[src/logic/uclk_consts.svh]
`ifndef UCLK_CONSTS_SVH
`define UCLK_CONSTS_SVH

// --------------------
// Bus widths
// --------------------

// Host data word
`define UCLK_DATA_W 64
// Byte address, 4 KB space
`define UCLK_ADDR_W 12

// --------------------
// Register map
// --------------------

// Header, two commands, two status words
`define UCLK_NUM_REG 5
// Feature header value
`define UCLK_DFH 64'h3000010000000014

// --------------------
// Clock channels
// --------------------

// Cycles per measurement window
`define UCLK_WINDOW 64
// Divisor field in a command word
`define UCLK_DIV_W 16

`endif
[src/logic/uclk_pkg.sv]
package uclk_pkg;

`include "uclk_consts.svh"

   // --------------------
   // Register access types
   // --------------------

   // Width and lane of a host write
   typedef enum logic [1:0] {
      FULL64  = 2'b00,
      LOWER32 = 2'b01,
      UPPER32 = 2'b10
   } csr_access_type_t;

   // Per-bit register attribute
   typedef enum logic {
      RO = 1'b0,
      RW = 1'b1
   } csr_bit_attr_t;

   // State seen by every register on each update
   typedef struct packed {
      logic                    reset_n;
      logic [`UCLK_DATA_W-1:0] wr_data;
      csr_access_type_t        write_type;
   } uclk_hw_state_t;

   // Next value of one register, bit by bit
   function automatic logic [`UCLK_DATA_W-1:0] uclk_update_reg(
      input csr_bit_attr_t [`UCLK_DATA_W-1:0] attr,
      input logic [`UCLK_DATA_W-1:0]          reset_val,
      input logic [`UCLK_DATA_W-1:0]          hw_val,
      input logic [`UCLK_DATA_W-1:0]          cur_val,
      input logic                             write_hit,
      input uclk_hw_state_t                   state
   );
      logic [`UCLK_DATA_W-1:0] nxt;
      logic                    lane_en;
      for (int i = 0; i < `UCLK_DATA_W; i++) begin
         // Lane select for 32-bit writes
         case (state.write_type)
            LOWER32: lane_en = (i < `UCLK_DATA_W/2);
            UPPER32: lane_en = (i >= `UCLK_DATA_W/2);
            default: lane_en = 1'b1;
         endcase
         if (!state.reset_n) begin
            nxt[i] = reset_val[i];
         end else if (attr[i] == RW) begin
            // Write data already sits in its lane
            nxt[i] = (write_hit && lane_en) ? state.wr_data[i] : cur_val[i];
         end else begin
            // Read-only bits track hardware
            nxt[i] = hw_val[i];
         end
      end
      return nxt;
   endfunction

endpackage

[src/logic/uclk_top.sv]
`timescale 1ns/1ps

`include "uclk_consts.svh"

module uclk_top import uclk_pkg::*; (
   input  logic                    clk,
   input  logic                    rst_n,

   // Host register port
   input  logic                    host_write,
   input  logic                    host_read,
   input  logic                    host_32b,
   input  logic [`UCLK_ADDR_W-1:0] host_addr,
   input  logic [`UCLK_DATA_W-1:0] host_wdata,
   output logic [`UCLK_DATA_W-1:0] host_rdata,
   output logic                    host_rvalid,

   // Generated pulse trains
   output logic                    tick_0,
   output logic                    tick_1
);

   logic                    csr_write;
   logic                    csr_read;
   logic                    csr_read_32b;
   logic [`UCLK_ADDR_W-1:0] csr_waddr;
   logic [`UCLK_ADDR_W-1:0] csr_raddr;
   logic [`UCLK_DATA_W-1:0] csr_wdata;
   csr_access_type_t        csr_write_type;

   logic [`UCLK_DATA_W-1:0] freq_cmd_0;
   logic [`UCLK_DATA_W-1:0] freq_cmd_1;
   logic [`UCLK_DATA_W-1:0] freq_sts_0;
   logic [`UCLK_DATA_W-1:0] freq_sts_1;

   // --------------------
   // Host side
   // --------------------
   uclk_mmio_slave u_mmio (
      .clk            (clk),
      .rst_n          (rst_n),
      .host_write     (host_write),
      .host_read      (host_read),
      .host_32b       (host_32b),
      .host_addr      (host_addr),
      .host_wdata     (host_wdata),
      .csr_write      (csr_write),
      .csr_read       (csr_read),
      .csr_read_32b   (csr_read_32b),
      .csr_waddr      (csr_waddr),
      .csr_raddr      (csr_raddr),
      .csr_wdata      (csr_wdata),
      .csr_write_type (csr_write_type)
   );

   uclk_csr u_csr (
      .clk                (clk),
      .rst_n              (rst_n),
      .csr_write          (csr_write),
      .csr_read           (csr_read),
      .csr_read_32b       (csr_read_32b),
      .csr_waddr          (csr_waddr),
      .csr_raddr          (csr_raddr),
      .csr_wdata          (csr_wdata),
      .csr_write_type     (csr_write_type),
      .csr_readdata       (host_rdata),
      .csr_readdata_valid (host_rvalid),
      .freq_sts_0         (freq_sts_0),
      .freq_sts_1         (freq_sts_1),
      .freq_cmd_0         (freq_cmd_0),
      .freq_cmd_1         (freq_cmd_1)
   );

   // --------------------
   // Channels
   // --------------------
   uclk_tick_gen u_tick_0 (.clk(clk), .rst_n(rst_n), .freq_cmd(freq_cmd_0), .tick(tick_0));
   uclk_tick_gen u_tick_1 (.clk(clk), .rst_n(rst_n), .freq_cmd(freq_cmd_1), .tick(tick_1));

   uclk_freq_counter u_cnt_0 (.clk(clk), .rst_n(rst_n), .tick(tick_0), .freq_sts(freq_sts_0));
   uclk_freq_counter u_cnt_1 (.clk(clk), .rst_n(rst_n), .tick(tick_1), .freq_sts(freq_sts_1));

endmodule

[src/logic/uclk_freq_counter.sv]
`timescale 1ns/1ps

`include "uclk_consts.svh"

module uclk_freq_counter (
   input  logic                    clk,
   input  logic                    rst_n,
   input  logic                    tick,
   output logic [`UCLK_DATA_W-1:0] freq_sts
);

   localparam int WIN_W  = $clog2(`UCLK_WINDOW);
   localparam int CNT_W  = 32;
   localparam int PAD_W  = `UCLK_DATA_W - CNT_W - 1;

   logic [WIN_W-1:0] win_cnt;
   logic [CNT_W-1:0] edge_cnt;
   logic             win_end;

   // Last cycle of the window
   assign win_end = (win_cnt == WIN_W'(`UCLK_WINDOW - 1));

   // --------------------
   // Window and tick count
   // --------------------
   always_ff @(posedge clk) begin
      if (!rst_n) begin
         win_cnt  <= '0;
         edge_cnt <= '0;
      end else begin
         win_cnt <= win_end ? '0 : win_cnt + 1'b1;
         if (win_end) begin
            // Boundary tick belongs to the new window
            edge_cnt <= CNT_W'(tick);
         end else if (tick) begin
            edge_cnt <= edge_cnt + 1'b1;
         end
      end
   end

   // --------------------
   // Status latch
   // --------------------
   always_ff @(posedge clk) begin
      if (!rst_n) begin
         freq_sts <= '0;
      end else if (win_end) begin
         // Valid flag stays set after the first window
         freq_sts <= {1'b1, {PAD_W{1'b0}}, edge_cnt};
      end
   end

endmodule

[src/logic/uclk_tick_gen.sv]
`timescale 1ns/1ps

`include "uclk_consts.svh"

module uclk_tick_gen (
   input  logic                    clk,
   input  logic                    rst_n,
   input  logic [`UCLK_DATA_W-1:0] freq_cmd,
   output logic                    tick
);

   logic [`UCLK_DIV_W-1:0]  div;
   logic                    active;
   logic                    cmd_changed;
   logic [`UCLK_DATA_W-1:0] cmd_q;
   logic [`UCLK_DIV_W-1:0]  cnt;

   // Enable in bit 63, divisor in the low field
   assign div         = freq_cmd[`UCLK_DIV_W-1:0];
   assign active      = freq_cmd[`UCLK_DATA_W-1] && (div != '0);
   assign cmd_changed = (freq_cmd != cmd_q);

   always_ff @(posedge clk) begin
      if (!rst_n) begin
         cmd_q <= '0;
         cnt   <= '0;
         tick  <= 1'b0;
      end else begin
         cmd_q <= freq_cmd;
         if (!active || cmd_changed) begin
            // Idle, or restart phase on a new command
            cnt  <= div - 1'b1;
            tick <= 1'b0;
         end else if (cnt == '0) begin
            // One pulse every div cycles
            cnt  <= div - 1'b1;
            tick <= 1'b1;
         end else begin
            cnt  <= cnt - 1'b1;
            tick <= 1'b0;
         end
      end
   end

endmodule

[src/logic/uclk_csr.sv]
`timescale 1ns/1ps

`include "uclk_consts.svh"

module uclk_csr import uclk_pkg::*; (
   input  logic                    clk,
   input  logic                    rst_n,

   // Request from the slave
   input  logic                    csr_write,
   input  logic                    csr_read,
   input  logic                    csr_read_32b,
   input  logic [`UCLK_ADDR_W-1:0] csr_waddr,
   input  logic [`UCLK_ADDR_W-1:0] csr_raddr,
   input  logic [`UCLK_DATA_W-1:0] csr_wdata,
   input  csr_access_type_t        csr_write_type,

   // Read response
   output logic [`UCLK_DATA_W-1:0] csr_readdata,
   output logic                    csr_readdata_valid,

   // Channel side
   input  logic [`UCLK_DATA_W-1:0] freq_sts_0,
   input  logic [`UCLK_DATA_W-1:0] freq_sts_1,
   output logic [`UCLK_DATA_W-1:0] freq_cmd_0,
   output logic [`UCLK_DATA_W-1:0] freq_cmd_1
);

   // --------------------
   // Register map
   // --------------------
   localparam int NUM_REG = `UCLK_NUM_REG;
   localparam int IDX_W   = $clog2(NUM_REG);
   localparam int HALF_W  = `UCLK_DATA_W/2;

   // Slot numbers, 8 bytes apart
   localparam int ID_DFH  = 0;
   localparam int ID_CMD0 = 1;
   localparam int ID_CMD1 = 2;
   localparam int ID_STS0 = 3;
   localparam int ID_STS1 = 4;

   // Only the commands are host-writable
   localparam logic [NUM_REG-1:0] REG_RW = 5'b00110;

   localparam logic [`UCLK_DATA_W-1:0] REG_RST [NUM_REG] = '{
      `UCLK_DFH, 64'h0, 64'h0, 64'h0, 64'h0
   };

   logic [`UCLK_DATA_W-1:0]            csr_reg  [NUM_REG];
   logic [`UCLK_DATA_W-1:0]            reg_hw   [NUM_REG];
   csr_bit_attr_t [`UCLK_DATA_W-1:0]   reg_attr [NUM_REG];
   uclk_hw_state_t                     hw_state;

   logic                    csr_read_reg;
   logic                    csr_read_32b_reg;
   logic [`UCLK_ADDR_W-1:0] csr_raddr_reg;
   logic                    range_valid;
   logic [IDX_W-1:0]        rd_idx;

   // --------------------
   // Register update
   // --------------------
   assign hw_state.reset_n    = rst_n;
   assign hw_state.wr_data    = csr_wdata;
   assign hw_state.write_type = csr_write_type;

   // Values that read-only bits follow
   assign reg_hw[ID_DFH]  = `UCLK_DFH;
   assign reg_hw[ID_CMD0] = '0;
   assign reg_hw[ID_CMD1] = '0;
   assign reg_hw[ID_STS0] = freq_sts_0;
   assign reg_hw[ID_STS1] = freq_sts_1;

   // Whole register takes one attribute
   always_comb begin
      for (int r = 0; r < NUM_REG; r++) begin
         for (int b = 0; b < `UCLK_DATA_W; b++) begin
            reg_attr[r][b] = REG_RW[r] ? RW : RO;
         end
      end
   end

   always_ff @(posedge clk) begin
      for (int r = 0; r < NUM_REG; r++) begin
         // Full slot compare, no aliasing above the map
         csr_reg[r] <= uclk_update_reg(
            reg_attr[r],
            REG_RST[r],
            reg_hw[r],
            csr_reg[r],
            csr_write && (csr_waddr[`UCLK_ADDR_W-1:3] == r),
            hw_state
         );
      end
   end

   assign freq_cmd_0 = csr_reg[ID_CMD0];
   assign freq_cmd_1 = csr_reg[ID_CMD1];

   // --------------------
   // Read pipeline
   // --------------------

   // Stage 1 holds the request
   always_ff @(posedge clk) begin
      csr_raddr_reg    <= csr_raddr;
      csr_read_32b_reg <= csr_read_32b;
      if (!rst_n) begin
         csr_read_reg <= 1'b0;
      end else begin
         csr_read_reg <= csr_read;
      end
   end

   // Range check alongside stage 1
   always_ff @(posedge clk) begin
      range_valid <= (csr_raddr[`UCLK_ADDR_W-1:3] < NUM_REG);
   end

   assign rd_idx = csr_raddr_reg[IDX_W+2:3];

   // Stage 2 returns data, zero past the map
   always_ff @(posedge clk) begin
      csr_readdata <= '0;
      if (csr_read_reg && range_valid) begin
         if (!csr_read_32b_reg) begin
            csr_readdata <= csr_reg[rd_idx];
         end else if (csr_raddr_reg[2]) begin
            csr_readdata[`UCLK_DATA_W-1:HALF_W] <= csr_reg[rd_idx][`UCLK_DATA_W-1:HALF_W];
         end else begin
            csr_readdata[HALF_W-1:0] <= csr_reg[rd_idx][HALF_W-1:0];
         end
      end
   end

   always_ff @(posedge clk) begin
      if (!rst_n) begin
         csr_readdata_valid <= 1'b0;
      end else begin
         csr_readdata_valid <= csr_read_reg;
      end
   end

endmodule

[src/logic/uclk_mmio_slave.sv]
`timescale 1ns/1ps

`include "uclk_consts.svh"

module uclk_mmio_slave import uclk_pkg::*; (
   input  logic                    clk,
   input  logic                    rst_n,

   // Host strobes
   input  logic                    host_write,
   input  logic                    host_read,
   input  logic                    host_32b,
   input  logic [`UCLK_ADDR_W-1:0] host_addr,
   input  logic [`UCLK_DATA_W-1:0] host_wdata,

   // Request toward the register file
   output logic                    csr_write,
   output logic                    csr_read,
   output logic                    csr_read_32b,
   output logic [`UCLK_ADDR_W-1:0] csr_waddr,
   output logic [`UCLK_ADDR_W-1:0] csr_raddr,
   output logic [`UCLK_DATA_W-1:0] csr_wdata,
   output csr_access_type_t        csr_write_type
);

   // --------------------
   // Strobes
   // --------------------
   always_ff @(posedge clk) begin
      if (!rst_n) begin
         csr_write <= 1'b0;
         csr_read  <= 1'b0;
      end else begin
         csr_write <= host_write;
         csr_read  <= host_read;
      end
   end

   // --------------------
   // Write and read payload
   // --------------------
   always_ff @(posedge clk) begin
      // Write side held until the next write
      if (host_write) begin
         csr_waddr <= host_addr;
         csr_wdata <= host_wdata;
         // Address bit 2 picks the lane
         if (!host_32b) begin
            csr_write_type <= FULL64;
         end else if (host_addr[2]) begin
            csr_write_type <= UPPER32;
         end else begin
            csr_write_type <= LOWER32;
         end
      end
      // Read side
      if (host_read) begin
         csr_raddr    <= host_addr;
         csr_read_32b <= host_32b;
      end
   end

endmodule

[config.mk]
export PLATFORM = sky130hd
export DESIGN_NAME = uclk_top
export DESIGN_NICKNAME = d
export VERILOG_FILES = /design/src/logic/uclk_pkg.sv /design/src/logic/uclk_top.sv /design/src/logic/uclk_freq_counter.sv /design/src/logic/uclk_tick_gen.sv /design/src/logic/uclk_csr.sv /design/src/logic/uclk_mmio_slave.sv
export VERILOG_INCLUDE_DIRS = /design/src /design/src/logic
export SDC_FILE = /design/constraint.sdc
export NUM_CORES = 1
export LEC_CHECK = 0
export BUFFER_PORTS_ARGS = -buffer_cell sky130_fd_sc_hd__buf_2
export CAP_MARGIN = 5
export CORE_ASPECT_RATIO = 1.4
export CORE_MARGIN = 4
export CORE_UTILIZATION = 40
export DETAILED_ROUTE_END_ITERATION = 12
export PLACE_DENSITY = 0.58
export SLEW_MARGIN = 5
export SYNTH_ARGS = -nofsm -noshare
export SYNTH_HDL_FRONTEND = slang
export SYNTH_SLANG_ARGS = --single-unit
[constraint.sdc]
create_clock -name clk -period 2.5 [get_ports clk]
set_input_delay 0.125 -clock clk [delete_from_list [all_inputs] [get_ports clk]]
set_output_delay 0.125 -clock clk [all_outputs]
set_load 0.1 [all_outputs]
# Yosys cells after proc, flatten, opt, wreduce, memory -nomap -nowiden

Memory sizes are Yosys's and may differ from the RTL's. A register that Yosys moved wholly into a read port is not among the register bits.
Cells that the tools add are included.

Add/subtract/negate cells: 8
Bitwise operators: 1
Magnitude comparators: 1
Reductions and logical operators: 23
Eq/ne operators: 8
Mux-type cells: 338

Operator list:

| operator                | count |
|---|---|
| $mux W1                 | 330 |
| $ne A64 B64 Y1          | 2 |
| $add A32 B1 Y32 const B | 2 |
| $mux W16                | 4 |
| $mux W32                | 2 |
| $mux W64                | 1 |
| $sub A16 B1 Y16 const B | 4 |
| $logic_not A16 Y1       | 2 |
| $reduce_bool A16 Y1     | 2 |
| $add A6 B1 Y6 const B   | 2 |
| $eq A6 B6 Y1 const B    | 2 |
| $eq A9 B1 Y1 const B    | 1 |
| $eq A9 B2 Y1 const B    | 1 |
| $logic_and A1 B1 Y1     | 9 |
| $lt A9 B3 Y1 const B    | 1 |
| $reduce_or A2 Y1        | 4 |
| $reduce_bool A2 Y1      | 2 |
| $eq A2 B1 Y1 const B    | 1 |
| $eq A2 B2 Y1 const B    | 1 |
| $logic_not A1 Y1        | 2 |
| $logic_or A1 B1 Y1      | 2 |
| $mux W2                 | 1 |
| $not A1 Y1              | 1 |

Memories: 1
Output and inout bits: 67
Bits of input ports: 81
Memory bits (writable): 320
Bits in registers: 471

Memory list:

| name          | depth | width | rd ports | clocked after Yosys merged registers in | wr ports | line           | text |
|---|---|---|---|---|---|---|---|
| u_csr.csr_reg | 5     | 64    | 3        | 1                                       | 5        | uclk_csr.sv:50 | `` logic [`UCLK_DATA_W-1:0] csr_reg [NUM_REG]; `` |

# Longest topological paths before layout

Gate-level depths: netlist of the first run.
An unclocked memory read counts as a cell.

Depth in word-level cells: 6
Mapped depth: 9

# Hierarchy

From an unflattened synthesis of the first run, not the netlist that was laid out.

Cell total of the unflattened synthesis: 2821
Area total of the unflattened synthesis: 28647.5 µm²

By module, submodules not included:

| module                   | area an instance (µm²) | seq. area each (µm²) | instances | cells each |
|---|---|---|---|---|
| uclk_csr                 | 11957.7                | 6566.3               | 1         | 1149 |
| uclk_freq_counter        | 3178.0                 | 1421.4               | 2         | 382 |
| uclk_tick_gen (u_tick_0) | 3772.4                 | 1621.6               | 1         | 409 |
| uclk_tick_gen (u_tick_1) | 3759.9                 | 1621.6               | 1         | 402 |
| uclk_mmio_slave          | 2801.4                 | 2772.7               | 1         | 97 |

# Worst setup path before layout of the first run

No wires, ideal clock.

Kind: register to register
From: register u_tick_1.tick
To: register u_cnt_1.edge_cnt[24]
Path slack: -0.122 ns
Data arrival time: 2.495 ns
Stages on the path, launching flop included: 7
Data required time: 2.372 ns
Clock period less this slack: 2.622 ns
Cell sequence: dfxtp_1 and4_1 nand3_1 or3_1 or4_1 xor2_1 nor2_1

RTL lines:

| element                | line                    | text |
|---|---|---|
| from (decl)            | uclk_tick_gen.sv:9      | `output logic tick` |
| from (signal assigned) | uclk_tick_gen.sv:27     | `tick <= 1'b0;` |
| from (signal assigned) | uclk_tick_gen.sv:33     | `tick <= 1'b0;` |
| from (signal assigned) | uclk_tick_gen.sv:37     | `tick <= 1'b1;` |
| to (signal assigned)   | uclk_freq_counter.sv:34 | `edge_cnt <= CNT_W'(tick);` |
| to (signal assigned)   | uclk_freq_counter.sv:36 | `edge_cnt <= edge_cnt + 1'b1;` |
| to (decl)              | uclk_freq_counter.sv:17 | `logic [CNT_W-1:0] edge_cnt;` |

==> out/qor.yml, run 1 <==
cts_buffers: 67
crit_type: "register to register"
worstHoldEndpoint: "u_mmio.csr_wdata[27]"
drt_iter0_drc: 973
grt_pass1_wl_um: 105000
io_buffers: 145
critPathLaunch: "u_csr.csr_reg[2][3]"
synth_top_area_share_pct: 45.6
postRouteAntennaNets: 0
synthSimpleGateAreaFrac_pct: 19.9
rsz0062_at_grt: "no"
routabilityCongestion: 0.978
drc: 0
relSlewSlack_pct: 55.7
grt_start_max_net_pins: 147
yosysSeqAreaShare_pct: 55.9
synth_area_sq_um: 25100
ys_ff_latch: 658
grt-ovfl-total: 0
synth_area_leaders: "dfxtp_1 (46%), edfxtp_1 (10%), mux2i_1 (6.5%)"
worstMarginPinSlew_ps: 664
synth_fa_ha_area_share_pct: 0.498
outcome: "finished, final reports clean"
antenna_cells: 0
place_ws_ps: -146
dieArea_sq_um: 66900
h-tree-depth: 3
setup_viol: 0
max_freq_ghz: 0.421
synth_cell_types: 61
cellLeakagePower_nw: 13.1
avgViaCountPerCell: 4.99
crit_path_end_kind: "register"
synth_compound_area_share_pct: 5.81
fin_setup_tns_ps: 0
grt_pass1_vias: 18300
die_h_um: 304
postSynthCellCount: 2504
worstHoldStart: "host_write"
layout_commonest_cell: "dfxtp_1"
synth_top_family_by_area: "simple AND/OR/NAND/NOR gates"
slew_violations: 0
crit_path_max_fanout: 16
period_minus_slack_ps: 2380
hold_class: "input port to register"
ir_drop_v: 0.000470
io_pins: 148
maxCapViolCount: 0
worstSetupStartpointType: "register"
yosysWarnings: 0
num_rows: 108
num_vias: 18100
wl_per_cell_um: 18.5
hold_ws_ps: 65.7
synth_ff_type: "dfxtp_1"
fin_nets: 2841
synth_edf_count: 86
power_density_nw_per_um2: 715
synth_top_area_cell: "dfxtp_1"
placeableCoreArea_sq_um: 62000
final_layout_size_suffix_gt1_share_pct: 14.1
dr.pass1.iters: 5
worst_ep_arrival_time_ps: 2880
r2r_slack_ps: 120
clk_latency_ps: 600
layout_common_cells: "dfxtp_1 (569), nor2_1 (354), nand2_1 (235)"
initial_core_util_pct: 40.5
finalCritPeriodShare_pct: 95.1
largest_reg_flops: 194
postCtsSetupBuffers: 0
hold_depth: 1
skew_ps: 24.7
cts.path.max_buffers: 3
setup_ws_ps: 123
synthesis.nets: 2595
finalHoldViolCount: 0
reg2reg_from: "u_csr.csr_reg[2][3]"
wirelength_um: 67000
r2r-end: "u_tick_1.cnt[12]"
worst-r2r-cell-count: 9
cts_root_buf: "clkbuf_16"
synth_mux_area_share_pct: 7.72
synth-xor-area-share_pct: 7.22
syn_to_final_growth_pct: 20.0
grt_use_total_pct: 19.8
antenna_found_initial: 0
place_hpwl_um: 47500
cts.clk_slew.worst_paths_ps: 60
fp.dieW_um: 220
avgSynthCellArea_sq_um: 10.0
clock-sinks: 658
cts_tree: "done"
critPathRequiredTime_ps: 3000
async_reset_ff_share_pct: 0
## metal layers
layer  track usage [%]  wire (um)
met1              24.2      28100
met2              35.6      34100
met3              2.89       2550
met4              6.74       2260
met5                 0          0
## area by class of cell
type	instances	area, sq um
Timing Repair Buffer	313	2300
Tap cell	825	1030
Multi-Input combinational cell	1657	10400
Fill cell	5677	31900
Clock inverter	18	165
Clock buffer	100	2000
Inverter	53	204
Sequential cell	658	14000
## kinds of logic (layout without fill, tap and decap cells)
| kind of cell | after synthesis | in the layout |
|---|---|---|
| AND/OR/NAND/NOR | 1022 | 1022 |
| flip-flops | 658 | 658 |
| AO/OA/AOI/OAI | 228 | 228 |
| XOR/XNOR | 207 | 207 |
| multiplexers | 190 | 190 |
| buffers and inverters | 189 | 484 |
| adder cells (fa/ha/maj) | 10 | 10 |
## critical path, cell delays in order, from the launching register on
cell	delay, ps
dfxtp_1	330
xnor2_2	210
buf_4	140
nand4_1	260
nor4_2	390
buf_4	160
and4_2	300
o311ai_4	130
buf_12	190
mux2i_1	180
## synth_stat cells (2+ instances only)
cell type	count
dfxtp_1	572
nor2_1	355
nand2_1	239
and2_1	178
mux2i_1	162
xor2_1	137
a21oi_1	117
clkbuf_1	108
edfxtp_1	86
xnor2_1	70
a22oi_1	60
nor4_1	56
inv_1	53
nand4_1	38
nand3_1	28
mux2_2	27
nor2b_1	27
nor3_1	20
buf_1	18
o21ai_0	18
or3_1	15
nand2b_1	14
and3_1	13
ha_1	10
o22ai_1	7
and4_1	6
buf_2	6
or4_1	5
buf_6	4
nand4b_1	4
nor4_2	4
o2111ai_1	4
o31ai_1	4
a21o_1	3
nor3_2	3
nor4b_1	3
a2111oi_4	2
a221oi_1	2
nand3b_1	2
o31a_1	2
or4_4	2
## what timing repair did
| action | in CTS | in global routing |
|---|---|---|
| setup endpoints to repair | 17 | 14 |
| pin swaps | 1 | 0 |
| gates cloned | 0 | 0 |
| hold endpoints to repair | 137 | 0 |
| gates resized for setup | 4 | 2 |
| hold buffers | 77 | 0 |
## worst max path at each step
| stage | endpoint | slack (ps) | depth (start not counted) |
|---|---|---|---|
| after floorplan | u_cnt_0.edge_cnt[24] | 20 | 7 |
| after global placement | u_tick_1.cnt[3] | -80 | 10 |
| after detailed placement | u_tick_1.cnt[6] | -150 | 10 |
| after CTS | u_tick_0.cnt[13] | 70 | 7 |
| after global routing | u_tick_1.cnt[6] | 10 | 9 |
| final | u_tick_1.cnt[12] | 120 | 9 |
## through the flow
stage | cell area [sq um] | instances | power, mW | util (%)
after floorplan | 25100 | 2504 | 11.5 | -
after global placement | 27200 | 3430 | 11.8 | 43.8
after detailed placement | 27200 | 3430 | 11.8 | 43.8
after CTS | 30100 | 3624 | 21.8 | 48.5
after global routing | 30100 | 3624 | 22.2 | 48.5
final | 30100 | 3624 | 21.5 | 48.5
## power by group
| group | total, mW | switching (mW) | leakage [nW] | internal [mW] |
|---|---|---|---|---|
| logic | 0.661 | 0.396 | 6.57 | 0.265 |
| clock network | 9.86 | 4.11 | 1.06 | 5.75 |
| registers | 11.0 | 0.140 | 5.46 | 10.9 |
| total | 21.5 | 4.65 | 13.1 | 16.9 |
Power figures use the tool's default switching activity.
==> inputs of run 2 (changes only) <==
--- a/config.mk
+++ b/config.mk
@@ -6,6 +6,7 @@
 export SDC_FILE = /design/constraint.sdc
 export NUM_CORES = 1
 export LEC_CHECK = 0
+export ABC_AREA = 1
 export BUFFER_PORTS_ARGS = -buffer_cell sky130_fd_sc_hd__buf_2
 export CAP_MARGIN = 5
 export CORE_ASPECT_RATIO = 1.4
==> run 2 against run 1 <==
  * Routed wire length grew 36%
  * Largest cell class unchanged
  * Utilization shrank 1.2 points
  * Largest power group unchanged
  * Critical path type unchanged
  * Flip-flop and latch count is the same
  * Critical endpoint is now u_tick_1.cnt[1]
==> out/qor.yml, run 2 <==
outcome: "finished, final reports clean"
drt_iter0_drc: 2290
ys_ff_latch: 658
power_mw: 22.5
synthesis.nets: 4003
wl_per_cell_um: 17.9
hold_class: "input port to register"
postSynthCellCount: 3912
num_vias: 25100
worst-r2r-cell-count: 8
cellLeakagePower_nw: 16.2
rsz0062_at_grt: "no"
io_buffers: 145
synth_ff_type: "dfxtp_1"
avgViaCountPerCell: 4.91
clk_latency_ps: 640
largest_reg_flops: 194
synth_top_area_share_pct: 40.3
cts.path.max_buffers: 3
place_hpwl_um: 67500
antenna_found_initial: 0
synth_area_leaders: "dfxtp_1 (40%), nand2_1 (14%), edfxtp_1 (9.1%)"
worstSetupStartpointType: "register"
crit_family: "compound AO/OA/AOI/OAI gates"
clock-sinks: 658
power_density_nw_per_um2: 675
async_reset_ff_share_pct: 0
cts_buffers: 68
grt_start_max_net_pins: 126
slew_violations: 0
avgSynthCellArea_sq_um: 7.27
placeableCoreArea_sq_um: 70400
finalCritPeriodShare_pct: 84.0
dieArea_sq_um: 75500
fillers: 7016
r2r_slack_ps: 400
synth_area_sq_um: 28400
cts.clk_slew.worst_paths_ps: 60
cts_tree: "done"
maxCapViolCount: 0
yosysMostFrequentCell: "nand2_1"
fin_nets: 4206
drc: 0
worst_ep_arrival_time_ps: 2580
h-tree-depth: 3
initial_core_util_pct: 40.4
grt_use_total_pct: 23.8
yosysSeqAreaShare_pct: 49.3
cp_num_buf_inv: 1
synth_edf_count: 86
routabilityCongestion: 0.965
max_freq_ghz: 0.476
critPathRequiredTime_ps: 2980
grt-ovfl-total: 0
grt_pass1_wl_um: 139000
postCtsSetupBuffers: 0
synth_top_area_cell: "dfxtp_1"
syn_to_final_growth_pct: 17.0
critical_path_depth: 8
relSlewSlack_pct: 47.7
synthTopCellsByCount: "nand2_1 (1091), dfxtp_1 (572), inv_1 (535)"
cts_root_buf: "clkbuf_16"
postRouteAntennaNets: 0
setup_viol: 0
synth_cell_types: 48
fp.dieW_um: 233
crit_path_end_kind: "register"
final_layout_size_suffix_gt1_share_pct: 10.4
hold_depth: 1
cp_slowest_cell: "a41oi_2"
period_minus_slack_ps: 2100
wirelength_um: 91400
layout_commonest_cell: "nand2_1"
yosysWarnings: 0
slowest_delay_ps: 600
crit_path_max_fanout: 15
dr.pass1.iters: 6
num_rows: 115
finalHoldViolCount: 0
io_pins: 148
skew_ps: 31.9
grt_pass1_vias: 23900
die_h_um: 324
crit_type: "register to register"
layout_common_cells: "nand2_1 (1091), dfxtp_1 (571), inv_1 (534)"
ir_drop_v: 0.000496
path_cells: "inv_2, ha_1, nand3_2, nor2_2, a41oi_2, nand3_4, nand2_1, a21oi_1"
fin_setup_tns_ps: 0
worstMarginPinSlew_ps: 784
## run 2: worst reg2reg max path: stages (launching register included)
cell     delay, ps
dfxtp_1        380
inv_2           80
ha_1           220
nand3_2        110
nor2_2          80
a41oi_2        600
nand3_4        280
nand2_1        140
a21oi_1         70
## run 2: path summary, 6_finish.rpt
kind / startpoint / endpoint
hold / removal: host_write / u_mmio.csr_waddr[10]
setup / recovery: u_csr.csr_reg[2][1] / u_tick_1.cnt[1]
hold reg to reg: u_mmio.csr_read_32b / u_csr.csr_read_32b_reg
setup reg to reg: u_csr.csr_reg[2][1] / u_tick_1.cnt[1]
## run 2: power breakdown
group | leakage (nW) | internal (mW) | switching (mW)
clock network | 1.14 | 6.11 | 4.39
logic | 9.57 | 0.318 | 0.623
registers | 5.46 | 10.9 | 0.139
total | 16.2 | 17.3 | 5.15
## run 2: layer usage
metal,vias up,wire (um),track usage [%]
met5,-,0,0
met4,0,4600,11.5
met3,193,4090,2.59
met2,662,45400,42.2
met1,11500,37300,28.8
li1,12700,-,-
## run 2: kinds of logic after synthesis
group                      after synthesis  synth area share [%]
buffers and inverters                  741                  10.1
and+or+nand+nor                       1778                  26.1
AOI/OAI and AO/OA                      655                  11.9
adders and majority gates               10                 0.440
xor gates and xnor gates                70                  2.16
DFF                                    658                  49.3
## run 2: per-stage QoR
stage	cells	hold slack [ps]	worst slack [ps]	utilization, %	instance area, sq um
floorplan	3912	223	256	-	28400
global placement	4904	304	441	43.0	30200
detailed placement	4904	303	449	43.0	30200
CTS	5104	2.79	436	47.3	33300
global route	5104	24.5	198	47.3	33300
finish	5105	15.3	400	47.3	33300
## run 2: timing repair
| action | 4_1_cts | 5_1_grt |
|---|---|---|
| endpoints found under the hold margin | 129 | 0 |
| gates resized for setup | 0 | 0 |
| hold buffers | 77 | 0 |
## run 2: final cells by class
class	count	area, sq um	area share (%)
Tap cell	936	1170	3.52
Sequential cell	658	14000	42.2
Antenna cell	1	2.50	0.00752
Clock buffer	92	1980	5.94
Clock inverter	31	318	0.955
Multi-Input combinational cell	2513	11600	34.7
Timing Repair Buffer	277	2000	6.00
Inverter	597	2240	6.73
==> inputs of run 3 (changes only) <==
==> constraint.sdc (replaced) <==
create_clock -name clk -period 2.05 [get_ports clk]
set_input_delay 0.1025 -clock clk [delete_from_list [all_inputs] [get_ports clk]]
set_output_delay 0.1025 -clock clk [all_outputs]
set_load 0.1 [all_outputs]
==> run 3 against run 2 <==
  * Flip-flop and latch count did not move
  * Register-to-register slack lost 260 ps
  * Sequential share of layout area fell by 0.66 points
  * Critical endpoint is now u_csr.csr_reg[1][6]
  * Utilization is 0.79 points higher
  * Total power increased by 21%
  * Final cell count rose by 1.2%
  * Routed wire length shrank 0.91%
  * Final area is 1.7% higher
  * Clock skew increased by 3.0 ps
==> out/qor.yml, run 3 (synthesized netlist as in run 2, its figures left out) <==
path_cells: "or2_1, nor4b_4, nand3_2, buf_12, o21ai_0, a21oi_1"
skew_ps: 34.9
grt_pass1_wl_um: 137000
placeableCoreArea_sq_um: 70400
cp_num_buf_inv: 1
finalCritPeriodShare_pct: 93.3
ir_drop_v: 0.000524
layout_commonest_cell: "nand2_1"
antenna_cells: 0
p_comb_share_pct: 4.3
critPathLaunch: "u_mmio.csr_waddr[6]"
design_area_sq_um: 33800
largest_reg_flops: 194
hold_depth: 4
reg2reg_from: "u_mmio.csr_waddr[6]"
hold_class: "input port to register"
postRouteAntennaNets: 0
grt_start_max_net_pins: 94
place_hpwl_um: 67800
power_density_nw_per_um2: 803
dieArea_sq_um: 75500
internal_power_mw: 21.0
h-tree-depth: 3
fin_setup_tns_ps: 0
die_h_um: 324
grt_use_total_pct: 23.6
cts.path.max_buffers: 3
outcome: "finished, final reports clean"
dr.pass1.iters: 5
setup_ws_ps: 137
clk_latency_ps: 610
final_layout_size_suffix_gt1_share_pct: 11.8
critPathRequiredTime_ps: 2530
crit_type: "register to register"
wl_per_cell_um: 17.5
antenna_found_initial: 1
worstHoldStart: "host_write"
avgViaCountPerCell: 4.85
maxCapViolCount: 0
max_freq_ghz: 0.523
clkPwrFrac_pct: 46.3
crit_family: "simple AND/OR/NAND/NOR gates"
switching_share_pct: 22.8
cp_slowest_cell: "edfxtp_1"
num_vias: 25100
drc: 0
worstSetupStartpointType: "register"
period_minus_slack_ps: 1910
num_rows: 115
relSlewSlack_pct: 61.7
io_pins: 148
crit_path_end_kind: "register"
crit_path_max_fanout: 59
slowest_delay_ps: 350
seqPwrFrac_pct: 49.5
cts_root_buf: "clkbuf_16"
slew_violations: 0
worst_ep_arrival_time_ps: 2400
place_ws_ps: 129
p_switching_mw: 6.19
final_cells: 5165
finalHoldViolCount: 0
setup_viol: 0
wirelength_um: 90600
cts_buffers: 70
fp.dieW_um: 233
grt_pass1_vias: 24100
cts.clk_slew.worst_paths_ps: 60
rsz0062_at_grt: "no"
grt-ovfl-total: 0
cellLeakagePower_nw: 16.5
io_buffers: 145
cts_tree: "done"
worst-r2r-cell-count: 6
initial_core_util_pct: 40.4
worstMarginPinSlew_ps: 572
layout_common_cells: "nand2_1 (1089), dfxtp_1 (563), inv_1 (533)"
critical_path_depth: 6
drt_iter0_drc: 1930
clock-sinks: 658
placed_cells: 4960
routabilityCongestion: 0.943
fin_nets: 4267
dpl_cell_area_sq_um: 30700
syn_to_final_growth_pct: 19.0
run 3: cell types whose count changed in the layout (fill, tap and decap cells not counted), moves of 2 or more:
cell       change
nand2_2        +2
clkinv_2       -4
clkinv_1       +3
clkbuf_1       +4
bufinv_16      -2
nand3_2        +2
buf_12         +9
dfxtp_2        +8
clkbuf_8       +3
buf_4         +46
nand2_1        -2
buf_6          +2
dfxtp_1        -8
run 3: tightest hold or removal path, cell delays in order:
cell and delay (ps):
buf_4 120, buf_12 210, nand2_1 120, inv_1 40
run 3: per-stage QoR:
stage | utilization (%) | hold WS, ps | total power, mW
4_1_cts | 48.0 | 29.5 | 27.4
6_report | 48.1 | 63.1 | 27.2
5_1_grt | 48.1 | 73.3 | 28.0
2_1_floorplan | - | 200 | 14.2
3_5_place_dp | 43.7 | 281 | 14.7
3_3_place_gp | 43.7 | 281 | 14.8
run 3: worst paths after layout:
kind	to	slack [ps]
setup / recovery	u_csr.csr_reg[1][6]	140
hold / removal	u_mmio.csr_write	60
setup reg to reg	u_csr.csr_reg[1][6]	140
hold reg to reg	u_csr.csr_raddr_reg[2]	350
run 3: final cells by class:
cell class	instances	area [sq um]
Inverter	597	2240
Clock inverter	26	220
Multi-Input combinational cell	2515	11600
Tap cell	936	1170
Timing Repair Buffer	334	2540
Sequential cell	658	14000
Fill cell	7032	36500
Clock buffer	99	2030
run 3: repair_timing:
action	in CTS	in global routing
hold endpoints to repair	116	0
hold buffers	77	0
endpoints found under the setup margin	0	18
resized for setup	0	13
buffers inserted	0	1
run 3: power by group through the flow:
stage / Sequential (mW) / Combinational (mW) / Clock [mW]
detailed placement: 13.7 / 1.03 / 0
finish: 13.4 / 1.16 / 12.6
global placement: 13.7 / 1.04 / 0
floorplan: 13.6 / 0.601 / 0
global route: 13.4 / 1.27 / 13.3
CTS: 13.4 / 1.15 / 12.8
run 3: routing by layer:
layer	track usage, %	wire, um	share of wire, %
met5	0	0	0
met1	28.0	37100	41
met2	42.6	45900	51
met3	2.67	3570	3.9
met4	10.6	3990	4.4
